$ cat src/rtl/decode_defines.svh
`ifndef DECODE_DEFINES_SVH
`define DECODE_DEFINES_SVH

// Datapath and register file sizes, fixed by RV32I
`define XLEN_BITS      32
`define REG_ADDR_BITS  5
`define NUM_REGS       32

////////////////////////////////////////////////////////////
// Opcode groups, taken from instruction bits [6:2]
`define OPC_ARITH      5'b01100
`define OPC_ARITH_IMM  5'b00100
`define OPC_LUI        5'b01101
`define OPC_AUIPC      5'b00101

////////////////////////////////////////////////////////////
// fn3 field codes, instruction bits [14:12]
`define FN3_ADD_SUB    3'b000
`define FN3_SLL        3'b001
`define FN3_SLT        3'b010
`define FN3_SLTU       3'b011
`define FN3_XOR        3'b100
`define FN3_SRL_SRA    3'b101
`define FN3_OR         3'b110
`define FN3_AND        3'b111

`endif

$ cat src/rtl/decode_pkg.sv
`default_nettype none

`include "decode_defines.svh"

package decode_pkg;

    // Raw instruction and data words
    typedef logic [`XLEN_BITS-1:0] instr_t;
    typedef logic [`XLEN_BITS-1:0] word_t;

    // Data word plus the extra sign bit for the SLT compare
    typedef logic [`XLEN_BITS:0] operand_t;

    typedef logic [`REG_ADDR_BITS-1:0] reg_addr_t;
    typedef logic [2:0] fn3_t;
    typedef logic [4:0] opcode_group_t;
    typedef logic [4:0] shamt_t;

    ////////////////////////////////////////////////////////////
    // ALU selections
    typedef enum logic [1:0] {
        ALU_CONSTANT = 2'b00,
        ALU_ADD_SUB  = 2'b01,
        ALU_SLT      = 2'b10,
        ALU_SHIFT    = 2'b11
    } alu_op_t;

    typedef enum logic [1:0] {
        ALU_LOGIC_XOR = 2'b00,
        ALU_LOGIC_OR  = 2'b01,
        ALU_LOGIC_AND = 2'b10,
        ALU_LOGIC_ADD = 2'b11
    } alu_logic_op_t;

endpackage

`default_nettype wire

$ cat src/rtl/decoded_if.sv
`timescale 1ns/10ps
`default_nettype none

interface decoded_if;
    import decode_pkg::*;

    instr_t        instruction;
    word_t         pc;
    reg_addr_t     rs1;
    reg_addr_t     rs2;
    reg_addr_t     rd;
    logic          uses_rs1;
    logic          uses_rs2;
    logic          uses_rd;
    alu_op_t       alu_op;
    alu_logic_op_t logic_op;
    logic          subtract;
    logic          sel_pc;
    logic          rs2_from_reg;
    logic          illegal;

    // Decoder side
    modport src (
        output instruction, pc, rs1, rs2, rd, uses_rs1, uses_rs2, uses_rd,
        output alu_op, logic_op, subtract, sel_pc, rs2_from_reg, illegal
    );

    // Issue stage capture side
    modport stage_in (
        input instruction, pc, rs1, rs2, rd, uses_rs1, uses_rs2, uses_rd,
        input alu_op, logic_op, subtract, sel_pc, rs2_from_reg, illegal
    );

    // Held instruction, driven by the issue register
    modport stage_out (
        output instruction, pc, rs1, rs2, rd, uses_rs1, uses_rs2, uses_rd,
        output alu_op, logic_op, subtract, sel_pc, rs2_from_reg, illegal
    );

    modport sink (
        input instruction, pc, rs1, rs2, rd, uses_rs1, uses_rs2, uses_rd,
        input alu_op, logic_op, subtract, sel_pc, rs2_from_reg, illegal
    );

endinterface

`default_nettype wire

$ cat src/rtl/alu_operand_gen.sv
`timescale 1ns/10ps
`default_nettype none

`include "decode_defines.svh"

module alu_operand_gen (
    input  logic                      clk,
    input  logic                      rst,
    input  logic                      issue_i,
    decoded_if.sink                   held,
    input  decode_pkg::word_t         rs1_data_i,
    input  decode_pkg::word_t         rs2_data_i,
    output logic                      alu_valid_o,
    output decode_pkg::alu_op_t       alu_op_o,
    output decode_pkg::alu_logic_op_t alu_logic_op_o,
    output logic                      alu_subtract_o,
    output decode_pkg::operand_t      alu_in1_o,
    output decode_pkg::operand_t      alu_in2_o,
    output logic                      alu_lshift_o,
    output logic                      alu_arith_o,
    output decode_pkg::shamt_t        alu_shift_amount_o,
    output decode_pkg::word_t         alu_constant_o,
    output decode_pkg::reg_addr_t     alu_rd_o,
    output logic                      alu_uses_rd_o
);
    import decode_pkg::*;

    fn3_t     fn3;
    word_t    imm_i;
    word_t    rs2_sel;
    word_t    constant;
    operand_t in1;
    operand_t in2;
    shamt_t   shift_amount;

    assign fn3   = held.instruction[14:12];
    assign imm_i = {{(`XLEN_BITS-12){held.instruction[31]}}, held.instruction[31:20]};

    ////////////////////////////////////////////////////////////
    // Adder and compare operands
    // fn3 bit 0 marks SLTU, which compares unsigned
    assign rs2_sel = held.rs2_from_reg ? rs2_data_i : imm_i;
    assign in1 = {rs1_data_i[`XLEN_BITS-1] & ~fn3[0], rs1_data_i};
    assign in2 = {rs2_sel[`XLEN_BITS-1] & ~fn3[0], rs2_sel};

    // Register shifts take the low bits of rs2, immediates the field
    assign shift_amount = held.rs2_from_reg ? rs2_data_i[4:0] : held.rs2;

    // LUI and AUIPC
    assign constant = (held.sel_pc ? held.pc : '0) + {held.instruction[31:12], 12'b0};

    ////////////////////////////////////////////////////////////
    // Output bundle
    always_ff @(posedge clk) begin
        if (rst)
            alu_valid_o <= 1'b0;
        else
            alu_valid_o <= issue_i;
    end

    always_ff @(posedge clk) begin
        if (issue_i) begin
            alu_op_o           <= held.alu_op;
            alu_logic_op_o     <= held.logic_op;
            alu_subtract_o     <= held.subtract;
            alu_in1_o          <= in1;
            alu_in2_o          <= in2;
            alu_lshift_o       <= ~fn3[2];
            alu_arith_o        <= rs1_data_i[`XLEN_BITS-1] & held.instruction[30];
            alu_shift_amount_o <= shift_amount;
            alu_constant_o     <= constant;
            alu_rd_o           <= held.rd;
            alu_uses_rd_o      <= held.uses_rd;
        end
    end

endmodule

`default_nettype wire

$ cat src/rtl/decode_issue_top.sv
`timescale 1ns/10ps
`default_nettype none

module decode_issue_top (
    input  logic                      clk,
    input  logic                      rst,
    input  logic                      decode_valid_i,
    input  decode_pkg::instr_t        instr_i,
    input  decode_pkg::word_t         pc_i,
    input  logic                      flush_i,
    input  logic                      alu_ready_i,
    input  logic                      wb_valid_i,
    input  decode_pkg::reg_addr_t     wb_rd_i,
    input  decode_pkg::word_t         wb_data_i,
    output logic                      decode_advance_o,
    output logic                      illegal_o,
    output logic                      alu_valid_o,
    output decode_pkg::alu_op_t       alu_op_o,
    output decode_pkg::alu_logic_op_t alu_logic_op_o,
    output logic                      alu_subtract_o,
    output decode_pkg::operand_t      alu_in1_o,
    output decode_pkg::operand_t      alu_in2_o,
    output logic                      alu_lshift_o,
    output logic                      alu_arith_o,
    output decode_pkg::shamt_t        alu_shift_amount_o,
    output decode_pkg::word_t         alu_constant_o,
    output decode_pkg::reg_addr_t     alu_rd_o,
    output logic                      alu_uses_rd_o
);

    logic              issue;
    logic              rs1_busy;
    logic              rs2_busy;
    logic              rd_busy;
    decode_pkg::word_t rs1_data;
    decode_pkg::word_t rs2_data;

    // Decoded instruction, and the one held in the issue stage
    decoded_if dec_if ();
    decoded_if held_if ();

    rv_decoder u_rv_decoder (
        .instr_i (instr_i),
        .pc_i    (pc_i),
        .dec     (dec_if)
    );

    issue_stage u_issue_stage (
        .clk         (clk),
        .rst         (rst),
        .valid_i     (decode_valid_i),
        .dec         (dec_if),
        .held        (held_if),
        .flush_i     (flush_i),
        .alu_ready_i (alu_ready_i),
        .rs1_busy_i  (rs1_busy),
        .rs2_busy_i  (rs2_busy),
        .rd_busy_i   (rd_busy),
        .advance_o   (decode_advance_o),
        .issue_o     (issue),
        .illegal_o   (illegal_o)
    );

    scoreboard u_scoreboard (
        .clk        (clk),
        .rst        (rst),
        .rs1_i      (held_if.rs1),
        .rs2_i      (held_if.rs2),
        .rd_i       (held_if.rd),
        .set_i      (issue & held_if.uses_rd),
        .set_rd_i   (held_if.rd),
        .clr_i      (wb_valid_i),
        .clr_rd_i   (wb_rd_i),
        .rs1_busy_o (rs1_busy),
        .rs2_busy_o (rs2_busy),
        .rd_busy_o  (rd_busy)
    );

    register_file u_register_file (
        .clk        (clk),
        .rs1_i      (held_if.rs1),
        .rs2_i      (held_if.rs2),
        .rs1_data_o (rs1_data),
        .rs2_data_o (rs2_data),
        .we_i       (wb_valid_i),
        .wd_rd_i    (wb_rd_i),
        .wd_data_i  (wb_data_i)
    );

    alu_operand_gen u_alu_operand_gen (
        .clk                (clk),
        .rst                (rst),
        .issue_i            (issue),
        .held               (held_if),
        .rs1_data_i         (rs1_data),
        .rs2_data_i         (rs2_data),
        .alu_valid_o        (alu_valid_o),
        .alu_op_o           (alu_op_o),
        .alu_logic_op_o     (alu_logic_op_o),
        .alu_subtract_o     (alu_subtract_o),
        .alu_in1_o          (alu_in1_o),
        .alu_in2_o          (alu_in2_o),
        .alu_lshift_o       (alu_lshift_o),
        .alu_arith_o        (alu_arith_o),
        .alu_shift_amount_o (alu_shift_amount_o),
        .alu_constant_o     (alu_constant_o),
        .alu_rd_o           (alu_rd_o),
        .alu_uses_rd_o      (alu_uses_rd_o)
    );

endmodule

`default_nettype wire

$ cat src/rtl/issue_stage.sv
`timescale 1ns/10ps
`default_nettype none

module issue_stage (
    input  logic         clk,
    input  logic         rst,
    input  logic         valid_i,
    decoded_if.stage_in  dec,
    decoded_if.stage_out held,
    input  logic         flush_i,
    input  logic         alu_ready_i,
    input  logic         rs1_busy_i,
    input  logic         rs2_busy_i,
    input  logic         rd_busy_i,
    output logic         advance_o,
    output logic         issue_o,
    output logic         illegal_o
);

    logic stage_valid;
    logic operands_ready;
    logic active;
    logic stage_ready;

    ////////////////////////////////////////////////////////////
    // Issue decision
    // A busy register only matters for fields the instruction uses
    assign operands_ready = ~(held.uses_rs1 & rs1_busy_i)
                          & ~(held.uses_rs2 & rs2_busy_i)
                          & ~(held.uses_rd & rd_busy_i);

    assign active    = stage_valid & ~flush_i;
    assign illegal_o = active & held.illegal;
    assign issue_o   = active & ~held.illegal & operands_ready & alu_ready_i;

    // Free slot, or the current instruction leaves this cycle
    assign stage_ready = ~stage_valid | illegal_o | issue_o;
    assign advance_o   = valid_i & stage_ready;

    ////////////////////////////////////////////////////////////
    // Issue register
    always_ff @(posedge clk) begin
        if (rst || flush_i)
            stage_valid <= 1'b0;
        else if (stage_ready)
            stage_valid <= valid_i;
    end

    always_ff @(posedge clk) begin
        if (stage_ready) begin
            held.instruction  <= dec.instruction;
            held.pc           <= dec.pc;
            held.rs1          <= dec.rs1;
            held.rs2          <= dec.rs2;
            held.rd           <= dec.rd;
            held.uses_rs1     <= dec.uses_rs1;
            held.uses_rs2     <= dec.uses_rs2;
            held.uses_rd      <= dec.uses_rd;
            held.alu_op       <= dec.alu_op;
            held.logic_op     <= dec.logic_op;
            held.subtract     <= dec.subtract;
            held.sel_pc       <= dec.sel_pc;
            held.rs2_from_reg <= dec.rs2_from_reg;
            held.illegal      <= dec.illegal;
        end
    end

endmodule

`default_nettype wire

$ cat src/rtl/register_file.sv
`timescale 1ns/10ps
`default_nettype none

`include "decode_defines.svh"

module register_file (
    input  logic                  clk,
    input  decode_pkg::reg_addr_t rs1_i,
    input  decode_pkg::reg_addr_t rs2_i,
    output decode_pkg::word_t     rs1_data_o,
    output decode_pkg::word_t     rs2_data_o,
    input  logic                  we_i,
    input  decode_pkg::reg_addr_t wd_rd_i,
    input  decode_pkg::word_t     wd_data_i
);

    // Registers power up cleared
    decode_pkg::word_t regs [`NUM_REGS] = '{default: '0};

    always_ff @(posedge clk) begin
        if (we_i && (wd_rd_i != '0))
            regs[wd_rd_i] <= wd_data_i;
    end

    // Asynchronous reads, no write-through
    assign rs1_data_o = (rs1_i == '0) ? '0 : regs[rs1_i];
    assign rs2_data_o = (rs2_i == '0) ? '0 : regs[rs2_i];

endmodule

`default_nettype wire

$ cat src/rtl/rv_decoder.sv
`timescale 1ns/10ps
`default_nettype none

`include "decode_defines.svh"

module rv_decoder (
    input  decode_pkg::instr_t instr_i,
    input  decode_pkg::word_t  pc_i,
    decoded_if.src             dec
);
    import decode_pkg::*;

    opcode_group_t opc;
    fn3_t          fn3;
    logic          is_arith;
    logic          is_arith_imm;
    logic          is_lui;
    logic          is_auipc;
    logic          mul_div;
    logic          legal;

    ////////////////////////////////////////////////////////////
    // Field extraction
    assign opc = instr_i[6:2];
    assign fn3 = instr_i[14:12];

    assign dec.instruction = instr_i;
    assign dec.pc          = pc_i;
    assign dec.rs1         = instr_i[19:15];
    assign dec.rs2         = instr_i[24:20];
    assign dec.rd          = instr_i[11:7];

    assign is_arith     = (opc == `OPC_ARITH);
    assign is_arith_imm = (opc == `OPC_ARITH_IMM);
    assign is_lui       = (opc == `OPC_LUI);
    assign is_auipc     = (opc == `OPC_AUIPC);

    // M extension encodings share the ARITH opcode
    assign mul_div = is_arith & instr_i[25];
    assign legal   = (is_arith & ~mul_div) | is_arith_imm | is_lui | is_auipc;

    ////////////////////////////////////////////////////////////
    // Register usage
    assign dec.uses_rs1 = is_arith | is_arith_imm;
    assign dec.uses_rs2 = is_arith;
    assign dec.uses_rd  = legal;

    ////////////////////////////////////////////////////////////
    // ALU control
    always_comb begin
        if (is_lui || is_auipc)
            dec.alu_op = ALU_CONSTANT;
        else if (fn3 inside {`FN3_SLT, `FN3_SLTU})
            dec.alu_op = ALU_SLT;
        else if (fn3 inside {`FN3_SLL, `FN3_SRL_SRA})
            dec.alu_op = ALU_SHIFT;
        else
            dec.alu_op = ALU_ADD_SUB;
    end

    always_comb begin
        case (fn3)
            `FN3_XOR: dec.logic_op = ALU_LOGIC_XOR;
            `FN3_OR:  dec.logic_op = ALU_LOGIC_OR;
            `FN3_AND: dec.logic_op = ALU_LOGIC_AND;
            default:  dec.logic_op = ALU_LOGIC_ADD;
        endcase
    end

    // SLT compares by subtraction, SUB only exists as register form
    assign dec.subtract = (fn3 inside {`FN3_SLT, `FN3_SLTU})
                        | (is_arith & (fn3 == `FN3_ADD_SUB) & instr_i[30]);

    assign dec.sel_pc       = is_auipc;
    assign dec.rs2_from_reg = is_arith;
    assign dec.illegal      = ~legal;

endmodule

`default_nettype wire

$ cat src/rtl/scoreboard.sv
`timescale 1ns/10ps
`default_nettype none

`include "decode_defines.svh"

module scoreboard (
    input  logic                  clk,
    input  logic                  rst,
    input  decode_pkg::reg_addr_t rs1_i,
    input  decode_pkg::reg_addr_t rs2_i,
    input  decode_pkg::reg_addr_t rd_i,
    input  logic                  set_i,
    input  decode_pkg::reg_addr_t set_rd_i,
    input  logic                  clr_i,
    input  decode_pkg::reg_addr_t clr_rd_i,
    output logic                  rs1_busy_o,
    output logic                  rs2_busy_o,
    output logic                  rd_busy_o
);

    // One pending-write flag per architectural register
    logic [`NUM_REGS-1:0] busy;

    always_ff @(posedge clk) begin
        if (rst) begin
            busy <= '0;
        end else begin
            if (clr_i)
                busy[clr_rd_i] <= 1'b0;
            // x0 is never written, so it never waits
            if (set_i && (set_rd_i != '0))
                busy[set_rd_i] <= 1'b1;
        end
    end

    assign rs1_busy_o = busy[rs1_i];
    assign rs2_busy_o = busy[rs2_i];
    assign rd_busy_o  = busy[rd_i];

endmodule

`default_nettype wire

$ cat config.mk
export PLATFORM = sky130hd
export DESIGN_NAME = decode_issue_top
export DESIGN_NICKNAME = d
export VERILOG_FILES = /design/src/rtl/decode_pkg.sv /design/src/rtl/decoded_if.sv /design/src/rtl/alu_operand_gen.sv /design/src/rtl/decode_issue_top.sv /design/src/rtl/issue_stage.sv /design/src/rtl/register_file.sv /design/src/rtl/rv_decoder.sv /design/src/rtl/scoreboard.sv
export VERILOG_INCLUDE_DIRS = /design/src /design/src/rtl
export SDC_FILE = /design/constraint.sdc
export NUM_CORES = 1
export LEC_CHECK = 0
export BUFFER_PORTS_ARGS = -buffer_cell sky130_fd_sc_hd__buf_4
export CAP_MARGIN = 20
export CORE_UTILIZATION = 50
export CTS_BUF_LIST = sky130_fd_sc_hd__clkbuf_16
export DETAILED_ROUTE_END_ITERATION = 10
export PLACE_DENSITY = 0.68
export SLEW_MARGIN = 10
export SYNTH_ARGS = -nofsm -noshare
export SYNTH_HDL_FRONTEND = slang
export SYNTH_HIERARCHICAL = 1
export SYNTH_SLANG_ARGS = --single-unit
$ cat constraint.sdc
create_clock -name clk -period 4.6 [get_ports clk]
set_input_delay 0.69 -clock clk [delete_from_list [all_inputs] [get_ports clk]]
set_output_delay 0.69 -clock clk [all_outputs]
set_load 0.1 [all_outputs]
==> results of run 1 <==
-- worst min path at each step --
stage | startpoint | endpoint | slack [ns] | depth (start not counted)
after floorplan | u_issue_stage/held.logic_op[0] | u_alu_operand_gen/alu_logic_op_o[0] | 0.40 | 0
after global placement | u_issue_stage/held.logic_op[1] | u_alu_operand_gen/alu_logic_op_o[1] | 0.40 | 0
after detailed placement | u_issue_stage/held.logic_op[0] | u_alu_operand_gen/alu_logic_op_o[0] | 0.40 | 0
after CTS | pc_i[11] | u_issue_stage/held.pc[11] | 0.07 | 1
after global routing | pc_i[11] | u_issue_stage/held.pc[11] | 0.09 | 1
final | pc_i[18] | u_issue_stage/held.pc[18] | 0.11 | 1
-- cell type report --
class	count	area [um2]
Clock buffer	137	3430
Sequential cell	1252	37300
Inverter	17	65.1
Antenna cell	4	10.0
Timing Repair Buffer	357	3120
Fill cell	8523	48800
Clock inverter	103	815
Tap cell	1512	1890
Multi-Input combinational cell	1843	19600
-- power breakdown --
| group | internal [uW] | switching (uW) | total, uW | leakage, uW |
|---|---|---|---|---|
| logic | 974 | 1460 | 2430 | 0.00896 |
| registers | 12700 | 106 | 12800 | 0.0114 |
| clock network | 6020 | 4420 | 10400 | 0.00221 |
| total | 19700 | 5980 | 25700 | 0.0226 |
-- metrics by stage --
stage	power [uW]	instances	cell area [um2]	utilization (%)	setup WS (ns)
after floorplan	14600	3420	58500	-	0.345
after global placement	15400	4978	61900	53.9	0.731
after detailed placement	15400	4978	61900	53.9	0.768
after CTS	25800	5220	66200	57.6	0.0881
after global routing	26300	5224	66200	57.6	0.0619
final	25700	5225	66200	57.6	0.281
-- repair_timing --
item,CTS,global route
endpoints found under the hold margin,0,0
gates resized for setup,0,0
setup buffers,2,1
gates cloned,0,0
endpoints found under the setup margin,1,1
pin swaps,0,0
-- metal layers --
| metal | routed length [um] | vias to the layer above |
|---|---|---|
| li1 | - | 14400 |
| met1 | 65100 | 18500 |
| met2 | 81500 | 2435 |
| met3 | 19400 | 468 |
| met4 | 7240 | 8 |
| met5 | 55 | - |
-- placed cells by master, fill, tap and decap left out, drive strengths merged, types with 56 or more instances in the layout --
cell type  instances
mux2i            368
o21ai            105
a22oi             76
mux4             352
edfxtp          1218
mux2              70
buf              357
a221oi            56
nand2            196
a211oi            73
inv               56
a21oi             92
clkbuf           137
o221ai            65
==> flow_metrics.env, run 1 <==
export IMPL_vdd_drop_max_mv=0.376
export IMPL_initial_core_util_pct=50.7
export IMPL_numCtsBuffers=132
export IMPL_antenna_found_initial=11
export IMPL_grt_use_met3_pct=6.03
export IMPL_r2r_cells=5
export IMPL_num_rows=124
export IMPL_cp_slowest_stage_delay_ns=0.75
export IMPL_largest_reg_flops=1024
export IMPL_regToRegSetupSlack_ns=0.96
export IMPL_setup_violations=0
export IMPL_final_net_count=3730
export IMPL_grt_use_met2_pct=45.8
export IMPL_status="finished clean"
export IMPL_syn_area_per_cell_um2=17.2
export IMPL_min_path_type="in -> reg"
export IMPL_start_kind="flip-flop"
export IMPL_end_kind="output port"
export IMPL_p_leak_uw=0.0226
export IMPL_cts_root_buf="clkbuf_16"
export IMPL_r2r_end="u_alu_operand_gen/alu_in1_o[2]"
export IMPL_tightest_slew_ns=1.15
export IMPL_firstDrtPassIters=5
export IMPL_met1_usage_pct=39.9
export IMPL_grt_overflow_total=0
export IMPL_crit_path_cell_trace="and2b_1 > a22oi_1 > nand4b_1 > a21oi_1 > a311o_1 > a222oi_1 > a221o_4 > and2_2 > buf_4"
export IMPL_drive_gt1_share_pct=27.0
export IMPL_cts_clk_slew_worst_paths_ns=0.06
export IMPL_gp_congestion=0.874
export IMPL_clock_latency_ns=0.76
export IMPL_worst_setup_path_startpoint="u_issue_stage/held.rs2[0]"
export IMPL_hold_violations=0
export IMPL_slowest_stage="edfxtp_1"
export IMPL_die_w_um=344
export IMPL_critPathRequiredTime_ns=3.91
export IMPL_synth_warnings=6
export IMPL_drt_wl_total_mm=173
export IMPL_port_buffers=223
export IMPL_cp_num_cells=9
export IMPL_grt_usage_pct=29.2
export IMPL_path_max_fanout=8
export IMPL_hold_slack_ns=0.114
export IMPL_syn_to_final_growth_pct=13.5
export IMPL_arrival_ns=3.63
export IMPL_vias=35900
export IMPL_setup_tns_ns=0
export IMPL_drtIter0Drc=4818
export IMPL_fmax_mhz=232
export IMPL_drc=0
export IMPL_grt_start_max_net_pins=129
export IMPL_final_max_slew_viol_count=0
export IMPL_dp_hpwl_mm=98.8
export IMPL_worst_setup_path_type="reg -> out"
export IMPL_core_um2=115000
export IMPL_maxCapViolations=0
export IMPL_skew_ns=0.0312
export IMPL_syn_area_um2=58300
export IMPL_htreeDepth=4
export IMPL_top_regs="u_register_file/regs x1024, u_alu_operand_gen/alu_in1_o x33, u_alu_operand_gen/alu_in2_o x33"
export IMPL_syn_instance_count=3389
export IMPL_grt_setup_unrepaired="false"
export IMPL_cp_endpoint="decode_advance_o"
export IMPL_grt_pass1_vias=34600
export IMPL_slew_headroom_pct=23.1
export IMPL_powerDensity_nw_per_um2=388
export IMPL_grt_first_pass_wirelength_mm=244
export IMPL_vias_per_cell=6.86
export IMPL_fin_crit_sh_pct=93.9
export IMPL_path_buf_inv=1
export IMPL_r2r_start="u_issue_stage/held.rs1[2]"
export IMPL_top_usage_layer="met2"
export IMPL_cts_hold_buffers=0
export IMPL_clkSinkCount=1252
export IMPL_cp_top_family="compound AO/OA/AOI/OAI gates"
export IMPL_fin_crit_ns=4.32
export IMPL_wire_per_inst_um=33.2
export IMPL_die_h_um=344
export IMPL_io_pins=226
export IMPL_ant_nets=0
export IMPL_max_clock_path_buffers=3
export IMPL_cts_tree="built"
export IMPL_max_flop_register="u_register_file/regs"
export IMPL_die_area_um2=118000
Note: power is estimated with default switching activity, not from simulation.
==> run 2: changes to the inputs <==
--- a/config.mk
+++ b/config.mk
@@ -6,11 +6,12 @@
 export SDC_FILE = /design/constraint.sdc
 export NUM_CORES = 1
 export LEC_CHECK = 0
-export BUFFER_PORTS_ARGS = -buffer_cell sky130_fd_sc_hd__buf_4
+export BUFFER_PORTS_ARGS = -buffer_cell sky130_fd_sc_hd__buf_2
 export CAP_MARGIN = 20
 export CORE_UTILIZATION = 50
 export CTS_BUF_LIST = sky130_fd_sc_hd__clkbuf_16
 export DETAILED_ROUTE_END_ITERATION = 10
+export HOLD_SLACK_MARGIN = 0.12
 export PLACE_DENSITY = 0.68
 export SLEW_MARGIN = 10
 export SYNTH_ARGS = -nofsm -noshare
==> run 2 against run 1 <==
Combinational power barely moved. Register-to-register slack got worse by 0.24 ns. First-iteration DRC count rose by 7.3%. Largest power group unchanged. Highest routed layer unchanged.
==> flow_metrics.env, run 2 (synthesized netlist as in run 1, its figures left out) <==
export IMPL_status="finished clean"
export IMPL_final_common_cell="edfxtp_1"
export IMPL_skew_ns=0.0316
export IMPL_fin_crit_sh_pct=96.2
export IMPL_clock_latency_ns=0.75
export IMPL_port_buffers=223
export IMPL_grt_start_max_net_pins=118
export IMPL_fmax_mhz=226
export IMPL_numCtsBuffers=133
export IMPL_vias=36100
export IMPL_grt_overflow_total=0
export IMPL_arrival_ns=3.74
export IMPL_fin_crit_ns=4.43
export IMPL_maxCapViolations=0
export IMPL_die_area_um2=118000
export IMPL_start_kind="flip-flop"
export IMPL_max_flop_register="u_register_file/regs"
export IMPL_vdd_drop_max_mv=0.373
export IMPL_die_w_um=344
export IMPL_wire_per_inst_um=33.3
export IMPL_pre_cts_slack_ns=0.613
export IMPL_cts_root_buf="clkbuf_16"
export IMPL_regToRegSetupSlack_ns=0.72
export IMPL_path_max_fanout=21
export IMPL_final_net_count=3776
export IMPL_utilization_pct=57.3
export IMPL_worst_setup_path_type="reg -> out"
export IMPL_clkSinkCount=1252
export IMPL_grt_usage_pct=29.6
export IMPL_vias_per_cell=6.86
export IMPL_initial_core_util_pct=50.7
export IMPL_cts_tree="built"
export IMPL_drc=0
export IMPL_die_h_um=344
export IMPL_ant_nets=0
export IMPL_grt_pass1_vias=35000
export IMPL_top_regs="u_register_file/regs x1024, u_alu_operand_gen/alu_in1_o x33, u_alu_operand_gen/alu_in2_o x33"
export IMPL_gp_congestion=0.881
export IMPL_hold_violations=0
export IMPL_final_max_slew_viol_count=0
export IMPL_max_clock_path_buffers=3
export IMPL_cts_resized=0
export IMPL_critPathRequiredTime_ns=3.91
export IMPL_powerDensity_nw_per_um2=383
export IMPL_fin_ws_ns=0.175
export IMPL_setup_tns_ns=0
export IMPL_end_kind="output port"
export IMPL_num_rows=124
export IMPL_antenna_found_initial=6
export IMPL_min_path_type="in -> reg"
export IMPL_dp_hpwl_mm=99.3
export IMPL_worst_setup_path_startpoint="u_issue_stage/held.rd[1]"
export IMPL_tightest_slew_ns=1.09
export IMPL_slew_headroom_pct=27.4
export IMPL_hold_start="instr_i[15]"
export IMPL_htreeDepth=4
export IMPL_core_um2=115000
export IMPL_p_leak_uw=0.0224
export IMPL_setup_violations=0
export IMPL_final_cell_mix="1,218 x edfxtp_1, 368 x mux2i_1, 298 x mux4_2"
export IMPL_cts_clk_slew_worst_paths_ns=0.06
export IMPL_drive_gt1_share_pct=26.3
export IMPL_syn_to_final_growth_pct=13.0
export IMPL_firstDrtPassIters=8
export IMPL_drtIter0Drc=5172
export IMPL_r2r_start="u_issue_stage/held.rs2[1]"
export IMPL_io_pins=226
export IMPL_drt_wl_total_mm=175
export IMPL_grt_first_pass_wirelength_mm=247
export IMPL_largest_reg_flops=1024
-- run 2: cell types whose count changed in the layout (fill, tap and decap cells not counted), sizes merged --
cell / delta
dlygate4sd3: +45
inv: -11
clkinv: +9
bufinv: -7
clkinvlp: -2
diode: -2
clkbuf: +1
-- run 2: repair_timing --
item / 4_1_cts / 5_1_grt
hold buffers: 45 / 0
hold endpoints to repair: 48 / 0
endpoints found under the setup margin: 0 / 1
buffers inserted: 0 / 3
-- run 2: final cells by class --
class	count	area (um2)
inverter	17	65.1
multi-input combinational	1843	19600
sequential	1252	37300
antenna	2	5.00
clock buffer	138	3450
clock inverter	92	556
timing repair buffer	402	3060
tap	1512	1890
fill	8565	49100
-- run 2: worst paths after layout --
kind	endpoint	depth (start not counted)
max	decode_advance_o	9
max reg2reg	u_alu_operand_gen/alu_in2_o[14]	9
min reg2reg	u_alu_operand_gen/alu_op_o[1]	0
min	u_issue_stage/held.instruction[15]	1
-- run 2: per-layer routing --
layer  up-vias  share of wire (%)  GRT usage, %
met5         -             0.0097             0
met3       453                 11          5.73
met1     18600                 37          40.2
li1      14500                  -             -
met4         2                4.3          12.9
met2      2473                 47          46.6
-- run 2: critical path: stages (launching register included) --
cell	delay [ns]
edfxtp_1	1.03
mux2i_1	0.29
a22oi_1	0.09
nand4b_1	0.11
a21oi_1	0.07
a311o_1	0.35
a222oi_1	0.42
a221o_4	0.29
and2_2	0.17
buf_12	0.17
-- run 2: where the power goes --
group | leakage (uW) | switching [uW] | internal, uW
clock network | 0.00205 | 4350 | 5630
registers | 0.0114 | 112 | 12700
logic | 0.00896 | 1470 | 979
total | 0.0224 | 5940 | 19300
-- run 2: per-stage QoR --
stage	total power (uW)	std cells	hold WS (ns)	instance area, um2
after floorplan	14600	3420	0.400	58500
after global placement	15400	4977	0.403	61400
after detailed placement	15400	4977	0.406	61400
after CTS	25300	5252	0.123	65800
after global routing	25900	5258	0.136	65900
final	25300	5258	0.166	65900
